**src/logic/fetch_pkg.sv**
```systemverilog
`default_nettype none

package fetch_pkg;

    ////////////////////////////////////////////////////////////////////////////
    // Widths with a meaning.
    ////////////////////////////////////////////////////////////////////////////

    typedef logic [31:0] addr_t;  // Byte address.
    typedef logic [31:0] instr_t; // One instruction word.
    typedef logic [2:0] count_t;  // Queue occupancy, 0 to queue_depth.

    localparam addr_t reset_vector = 32'h0000_0000;
    localparam addr_t pair_step = 32'd8; // Two words per fetch.
    localparam int queue_depth = 4;

    ////////////////////////////////////////////////////////////////////////////
    // Structs passed between stages.
    ////////////////////////////////////////////////////////////////////////////

    typedef struct packed {
        logic valid;
        addr_t target;
    } redirect_t;

    typedef struct packed {
        addr_t pc0;
        addr_t pc1;
        instr_t instr0;
        instr_t instr1;
    } fetch_pair_t;

    // Redirect sources, highest priority first.
    typedef struct packed {
        logic trap;
        logic mret;
        logic miss;
        addr_t mtvec;
        addr_t mepc;
        addr_t miss_addr;
    } trap_in_t;

    typedef enum logic [1:0] {
        idle,
        busy,
        drain
    } fetch_state_t;

endpackage

`default_nettype wire

```
**src/logic/mem_pkg.sv**
```systemverilog
`default_nettype none

package mem_pkg;

    // Valid is a single pulse carrying the address.
    typedef struct packed {
        logic mem_valid;
        fetch_pkg::addr_t mem_addr;
    } imem_req_t;

    // Ready pulses once per request, with the data.
    typedef struct packed {
        logic mem_ready;
        fetch_pkg::instr_t mem_rdata;
    } imem_rsp_t;

endpackage

`default_nettype wire

```
**src/logic/fetch_queue.sv**
```systemverilog
`timescale 1ns/1ps
`default_nettype none

module fetch_queue (
    input  logic                    clock,
    input  logic                    reset,
    input  logic                    push,
    input  fetch_pkg::fetch_pair_t  push_pair,
    input  logic                    flush,
    input  logic                    out_ready,
    output fetch_pkg::count_t       count,
    output logic                    out_valid,
    output fetch_pkg::fetch_pair_t  out_pair
);

    fetch_pkg::fetch_pair_t slots [fetch_pkg::queue_depth];

    logic [$clog2(fetch_pkg::queue_depth)-1:0] rd_ptr;
    logic [$clog2(fetch_pkg::queue_depth)-1:0] wr_ptr;
    fetch_pkg::count_t                         used;

    logic do_push;
    logic do_pop;
    logic full;

    assign full = (used == fetch_pkg::count_t'(fetch_pkg::queue_depth));
    assign out_valid = (used != '0);
    assign out_pair = slots[rd_ptr];
    assign count = used;

    assign do_pop = out_valid & out_ready;
    assign do_push = push & (!full | do_pop); // Full slot frees as the head leaves.

    always_ff @(posedge clock) begin
        if (!reset) begin
            rd_ptr <= '0;
            wr_ptr <= '0;
            used <= '0;
        end else if (flush) begin
            rd_ptr <= '0; // Flush wins over a push.
            wr_ptr <= '0;
            used <= '0;
        end else begin
            if (do_pop) begin
                rd_ptr <= rd_ptr + 1'b1;
            end
            if (do_push) begin
                wr_ptr <= wr_ptr + 1'b1;
            end
            used <= used + fetch_pkg::count_t'(do_push) - fetch_pkg::count_t'(do_pop);
        end
    end

    ////////////////////////////////////////////////////////////////////////////
    // Pair storage.
    ////////////////////////////////////////////////////////////////////////////

    always_ff @(posedge clock) begin
        if (do_push && !flush) begin
            slots[wr_ptr] <= push_pair;
        end
    end

endmodule

`default_nettype wire

```
**src/logic/fetch_stage.sv**
```systemverilog
`timescale 1ns/1ps
`default_nettype none

module fetch_stage (
    input  logic                    clock,
    input  logic                    reset,
    input  fetch_pkg::redirect_t    redirect,
    input  mem_pkg::imem_rsp_t      imem0_rsp,
    input  mem_pkg::imem_rsp_t      imem1_rsp,
    input  fetch_pkg::count_t       count,
    output mem_pkg::imem_req_t      imem0_req,
    output mem_pkg::imem_req_t      imem1_req,
    output logic                    push,
    output fetch_pkg::fetch_pair_t  push_pair,
    output logic                    flush
);

    fetch_pkg::fetch_state_t state;
    fetch_pkg::fetch_state_t state_next;

    fetch_pkg::addr_t  pc;      // Next fetch address.
    fetch_pkg::addr_t  pair_pc; // Address of the pair in flight.
    logic              owed;    // Request outstanding on both banks.
    logic              got0;
    logic              got1;
    fetch_pkg::instr_t data0;
    fetch_pkg::instr_t data1;

    logic              arrive0;
    logic              arrive1;
    logic              joined;
    logic              issue;
    fetch_pkg::instr_t word0;
    fetch_pkg::instr_t word1;

    ////////////////////////////////////////////////////////////////////////////
    // Join of the two bank answers.
    ////////////////////////////////////////////////////////////////////////////

    assign arrive0 = got0 | imem0_rsp.mem_ready;
    assign arrive1 = got1 | imem1_rsp.mem_ready;
    assign joined = owed & arrive0 & arrive1;

    assign word0 = got0 ? data0 : imem0_rsp.mem_rdata;
    assign word1 = got1 ? data1 : imem1_rsp.mem_rdata;

    // Room is counted with the pair being pushed now.
    assign issue = (state == fetch_pkg::busy) && !redirect.valid && (!owed || joined)
                   && (int'(count) + int'(joined) < fetch_pkg::queue_depth);

    always_comb begin
        state_next = state;
        case (state)
            fetch_pkg::idle: begin
                state_next = fetch_pkg::busy;
            end
            fetch_pkg::busy: begin
                if (redirect.valid && owed && !joined) begin
                    state_next = fetch_pkg::drain; // Old answers still owed.
                end
            end
            fetch_pkg::drain: begin
                if (joined) begin
                    state_next = fetch_pkg::busy;
                end
            end
            default: begin
                state_next = fetch_pkg::idle;
            end
        endcase
    end

    always_ff @(posedge clock) begin
        if (!reset) begin
            state <= fetch_pkg::idle;
            pc <= fetch_pkg::reset_vector;
            owed <= 1'b0;
            got0 <= 1'b0;
            got1 <= 1'b0;
        end else begin
            state <= state_next;
            if (redirect.valid) begin
                pc <= redirect.target;
            end else if (issue) begin
                pc <= pc + fetch_pkg::pair_step;
            end
            if (issue) begin
                owed <= 1'b1;
            end else if (joined) begin
                owed <= 1'b0;
            end
            got0 <= owed & arrive0 & !joined;
            got1 <= owed & arrive1 & !joined;
        end
    end

    always_ff @(posedge clock) begin
        if (issue) begin
            pair_pc <= pc;
        end
        if (imem0_rsp.mem_ready) begin
            data0 <= imem0_rsp.mem_rdata;
        end
        if (imem1_rsp.mem_ready) begin
            data1 <= imem1_rsp.mem_rdata;
        end
    end

    ////////////////////////////////////////////////////////////////////////////
    // Outputs.
    ////////////////////////////////////////////////////////////////////////////

    assign imem0_req = '{mem_valid: issue, mem_addr: pc};
    assign imem1_req = '{mem_valid: issue, mem_addr: pc + 32'd4};

    // A join in drain belongs to the old stream and is dropped.
    assign push = (state == fetch_pkg::busy) && joined && !redirect.valid;
    assign push_pair = '{pc0: pair_pc, pc1: pair_pc + 32'd4, instr0: word0, instr1: word1};
    assign flush = redirect.valid;

endmodule

`default_nettype wire

```
**src/logic/front_end.sv**
```systemverilog
`timescale 1ns/1ps
`default_nettype none

module front_end (
    input  logic                    clock,
    input  logic                    reset,
    input  fetch_pkg::trap_in_t     trap_in,
    input  mem_pkg::imem_rsp_t      imem0_rsp,
    input  mem_pkg::imem_rsp_t      imem1_rsp,
    input  logic                    out_ready,
    output mem_pkg::imem_req_t      imem0_req,
    output mem_pkg::imem_req_t      imem1_req,
    output logic                    out_valid,
    output fetch_pkg::fetch_pair_t  out_pair
);

    fetch_pkg::redirect_t   redirect;
    fetch_pkg::fetch_pair_t push_pair;
    fetch_pkg::count_t      count;
    logic                   push;
    logic                   flush;

    redirect_arbiter u_redirect_arbiter (
        .clock    (clock),
        .reset    (reset),
        .trap_in  (trap_in),
        .redirect (redirect)
    );

    fetch_stage u_fetch_stage (
        .clock     (clock),
        .reset     (reset),
        .redirect  (redirect),
        .imem0_rsp (imem0_rsp),
        .imem1_rsp (imem1_rsp),
        .count     (count),
        .imem0_req (imem0_req),
        .imem1_req (imem1_req),
        .push      (push),
        .push_pair (push_pair),
        .flush     (flush)
    );

    fetch_queue u_fetch_queue (
        .clock     (clock),
        .reset     (reset),
        .push      (push),
        .push_pair (push_pair),
        .flush     (flush),
        .out_ready (out_ready),
        .count     (count),
        .out_valid (out_valid),
        .out_pair  (out_pair)
    );

endmodule

`default_nettype wire

```
**src/logic/redirect_arbiter.sv**
```systemverilog
`timescale 1ns/1ps
`default_nettype none

module redirect_arbiter (
    input  logic                  clock,
    input  logic                  reset,
    input  fetch_pkg::trap_in_t   trap_in,
    output fetch_pkg::redirect_t  redirect
);

    fetch_pkg::addr_t sel_target;
    fetch_pkg::addr_t target_q;
    logic             any_source;
    logic             valid_q;

    assign any_source = trap_in.trap | trap_in.mret | trap_in.miss;

    // Trap over mret over miss.
    always_comb begin
        if (trap_in.trap) begin
            sel_target = trap_in.mtvec;
        end else if (trap_in.mret) begin
            sel_target = trap_in.mepc;
        end else begin
            sel_target = trap_in.miss_addr;
        end
    end

    always_ff @(posedge clock) begin
        if (!reset) begin
            valid_q <= 1'b0;
        end else begin
            valid_q <= any_source;
        end
    end

    always_ff @(posedge clock) begin
        target_q <= sel_target;
    end

    assign redirect = '{valid: valid_q, target: target_q};

endmodule

`default_nettype wire

```
**config.mk**
```make
export PLATFORM = sky130hd
export DESIGN_NAME = front_end
export DESIGN_NICKNAME = d
export VERILOG_FILES = /design/src/logic/fetch_pkg.sv /design/src/logic/mem_pkg.sv /design/src/logic/fetch_queue.sv /design/src/logic/fetch_stage.sv /design/src/logic/front_end.sv /design/src/logic/redirect_arbiter.sv
export SDC_FILE = /design/constraint.sdc
export NUM_CORES = 1
export LEC_CHECK = 0
export BUFFER_PORTS_ARGS = -buffer_cell sky130_fd_sc_hd__buf_2
export CAP_MARGIN = 20
export CORE_ASPECT_RATIO = 0.8
export CORE_MARGIN = 4
export CORE_UTILIZATION = 30
export CTS_BUF_LIST = sky130_fd_sc_hd__clkbuf_4
export CTS_CLUSTER_SIZE = 25
export DETAILED_ROUTE_END_ITERATION = 10
export PLACE_DENSITY_LB_ADDON = 0.25
export SETUP_SLACK_MARGIN = 0.5
export SYNTH_ARGS = -nofsm -noshare
export SYNTH_HDL_FRONTEND = slang
export SYNTH_SLANG_ARGS = --single-unit
```
**constraint.sdc**
```tcl
create_clock -name clock -period 4.4 [get_ports clock]
set_input_delay 0.66 -clock clock [delete_from_list [all_inputs] [get_ports clock]]
set_output_delay 0.66 -clock clock [all_outputs]
set_load 0.01 [all_outputs]
```
==> metrics.csv <==
metric,value,unit
Synth top cells by count,"edfxtp_1 (600), mux4_2 (126), dfxtp_1 (79)",
R2R depth,4,
"EDFF count, synth",600,
Worst Skew,0.0773,ns
GRT Total Usage,15.2,%
CTS tree,built,
Setup Viol. Count Final,0,
Worst Path Buf+Inv,2,
RSZ-0062 raised after global routing,yes,
fin area,33600,µm²
CP startpoint,u_fetch_stage.pc[2]$_SDFFE_PN0P_,
Die Y,274,µm
"count leader, synth",edfxtp_1,
core area,87700,µm²
# clock sinks,679,
largest stage delay on the critical path,0.41,ns
first-pass GRT wire length,105,mm
DP Area,29900,µm²
initial antenna violation count,4,
I/O pin cnt,363,
Crit Path Max Fanout,8,
worst setup path class,flop to output pin,
"delay-heaviest family, CP",simple AND/OR/NAND/NOR gates,
count of pins over their slew limit,0,
critical-path cell list,"ha_1, nand3_1, nor4_4, and2_4, buf_4, xor2_2, buf_2",
crit path time final,3.64,ns
nature of the critical path startpoint,flop,
drt initial violations,802,
CP Data Required Time,3.74,ns
"CTS clk-pin slew, worst paths",0.07,ns
Pleak,11.7,nW
Site Rows,97,
DR DRC count,0,
vias in the first global route,16700,
Layout area overhead,26.3,%
share of layout cells above drive strength 1,41.5,%
Min-Delay Path Depth,2,
register area share after synthesis,73.7,%
flop2flop setup slack,1.59,ns
nets@finish,2226,
overall die area,93600,µm²
worst rel slew slack,37.5,%
Synth warnings,0,
Synth Flop Type,edfxtp_1,
Fmax achieved,275,MHz
Detailed Route WL,71.1,mm
setup_tns,0,ns
r2r startpoint,u_fetch_stage.state[1]$_SDFFE_PN0P_,
clock latency on the worst-skew pair,0.99,ns
Via density,4.63,
Worst-Margin Slew,0.938,ns
Post-DRT Antenna Nets,0,
Async SR Flop Fraction,0,%
Critical R2R Capture,u_fetch_queue.slots[0][12]$_DFFE_PP_,
Root Buffer,clkbuf_4,
post-synthesis cell type count,54,
DP HPWL,44.2,mm
max cap viols,0,
PD cells,401,nW/µm²
total power,13.5,mW
outcome,"complete, no violations",
total congestion overflow,0,
Num CTS Buffers,178,
Post-Syn Nets,1602,
Synth Area per Inst,18.7,µm²
Synth Register Bits,679,
dominant cells by area after synthesis,"edfxtp_1 (68%), mux4_2 (11%), dfxtp_1 (5.9%)",
type of the tightest min-delay check,primary input to flop,
Gate Count Post-Synth,1423,
Port Buf Inserts,362,
drt pass-1 iters,4,
H-Tree Depth,4,
"area leader, netlist",edfxtp_1,
Synth Cell Area,26600,µm²
vias post-DR,15600,
worst setup path endpoint,imem1_req[16],
Crit. End Element,output pin,
post-synth top area share,67.7,%
master of the slowest instance on the critical path,dfxtp_2,
instance count on the critical path,7,
clock tree buffer depth,3,
largest net degree at the start of global routing,127,
maximum vdd drop,0.000177,V
wire per inst,21.1,µm
Tcrit/Tclk final,82.7,%
gp weighted congestion,0.817,
Starting Density,30.3,%
"Data arrival, critical path",2.98,ns
Die Span X,341,µm
Final Hold Fails,0,
-- metrics by stage --
stage                     util [%]  cells  hold WS, ns  setup slack, ns
after floorplan                  -   1423        0.432             1.05
after global placement        34.1   2921        0.471             1.18
after detailed placement      34.1   2921        0.485             1.08
after CTS                     38.2   3361        0.181            0.448
after global routing          38.3   3366        0.227            0.450
final                         38.3   3368        0.399            0.759
-- state kept, by name, summed over array words and instances (netlist names), named ones only --
signal,count
u_redirect_arbiter.valid_q,1
u_fetch_stage.data1,32
u_fetch_stage.pc,32
u_fetch_stage.got1,1
u_fetch_stage.owed,1
u_fetch_stage.got0,1
u_fetch_stage.pair_pc,32
u_fetch_queue.rd_ptr,2
u_fetch_queue.count,3
u_fetch_queue.wr_ptr,2
u_redirect_arbiter.target_q,32
u_fetch_stage.state,2
u_fetch_queue.slots,504
u_fetch_stage.data0,32
-- timing repair --
action                                  CTS  global route
gates resized for setup                  21             6
setup buffers                             0             3
pin swaps                                 2             4
endpoints found under the setup margin   19            15
gates cloned                              0             0
hold buffers                            131             0
endpoints found under the hold margin   360             0
-- how the worst min path moves through the flow --
stage	slack, ns	to	startpoint
floorplan	0.43	u_fetch_stage.pc[9]$_SDFFE_PN0P_	u_redirect_arbiter.target_q[9]$_DFF_P_
global placement	0.47	u_fetch_queue.slots[2][97]$_DFFE_PP_	u_fetch_stage.pair_pc[1]$_DFFE_PP_
detailed placement	0.49	u_fetch_queue.slots[0][97]$_DFFE_PP_	u_fetch_stage.pair_pc[1]$_DFFE_PP_
CTS	0.18	u_fetch_stage.data1[22]$_DFFE_PP_	imem1_rsp[22]
global route	0.23	u_fetch_stage.data0[2]$_DFFE_PP_	imem0_rsp[2]
finish	0.40	u_fetch_stage.data0[6]$_DFFE_PP_	imem0_rsp[6]
-- cell usage in the layout, fill, tap and decap left out, drive strengths merged, types with 47 or more instances in the layout --
master and count:
edfxtp 600, buf 391, clkbuf 266, dlygate4sd3 131
mux4 126, dfxtp 79, mux2 64, nand2 64
o21ai 58, xnor2 47
-- final cells by class --
class,instances,area (µm²)
Multi-Input combinational cell,652,6720
Clock buffer,266,2000
Sequential cell,679,19600
Timing Repair Buffer,522,3480
Clock inverter,43,255
Antenna cell,4,10.0
Fill cell,8254,54100
Tap cell,1188,1490
Inverter,14,52.6
-- per-layer routing --
layer  GRT usage (%)  vias up  routed length (µm)  part of all wire, %
met5               0        -                   0                    0
met4            4.76        0                1330                  1.9
met3            4.72      118                4990                  7.0
met2            24.9      542               34200                   48
met1            19.4     7855               30600                   43
li1                -     7078                   -                    -
-- where the power goes --
part           total, mW  switching [mW]  leakage [nW]  internal (mW)
clock network       5.43            2.56          1.34           2.87
registers           7.34           0.156          6.13           7.18
logic              0.710           0.373          4.27          0.337
total               13.5            3.09          11.7           10.4
-- cells by family (layout without fill, tap and decap cells) --
family	after synthesis	count (layout)	share of synthesized area (%)
muxes	228	228	14.8
AOI/OAI and AO/OA	116	116	2.80
and+or+nand+nor	225	225	4.34
DFF	679	679	73.7
xor gates and xnor gates	72	72	2.37
other	0	4	0
adders and majority gates	11	11	0.545
buffers and inverters	92	845	1.49
No activity file was read; power rests on OpenSTA's default activity.
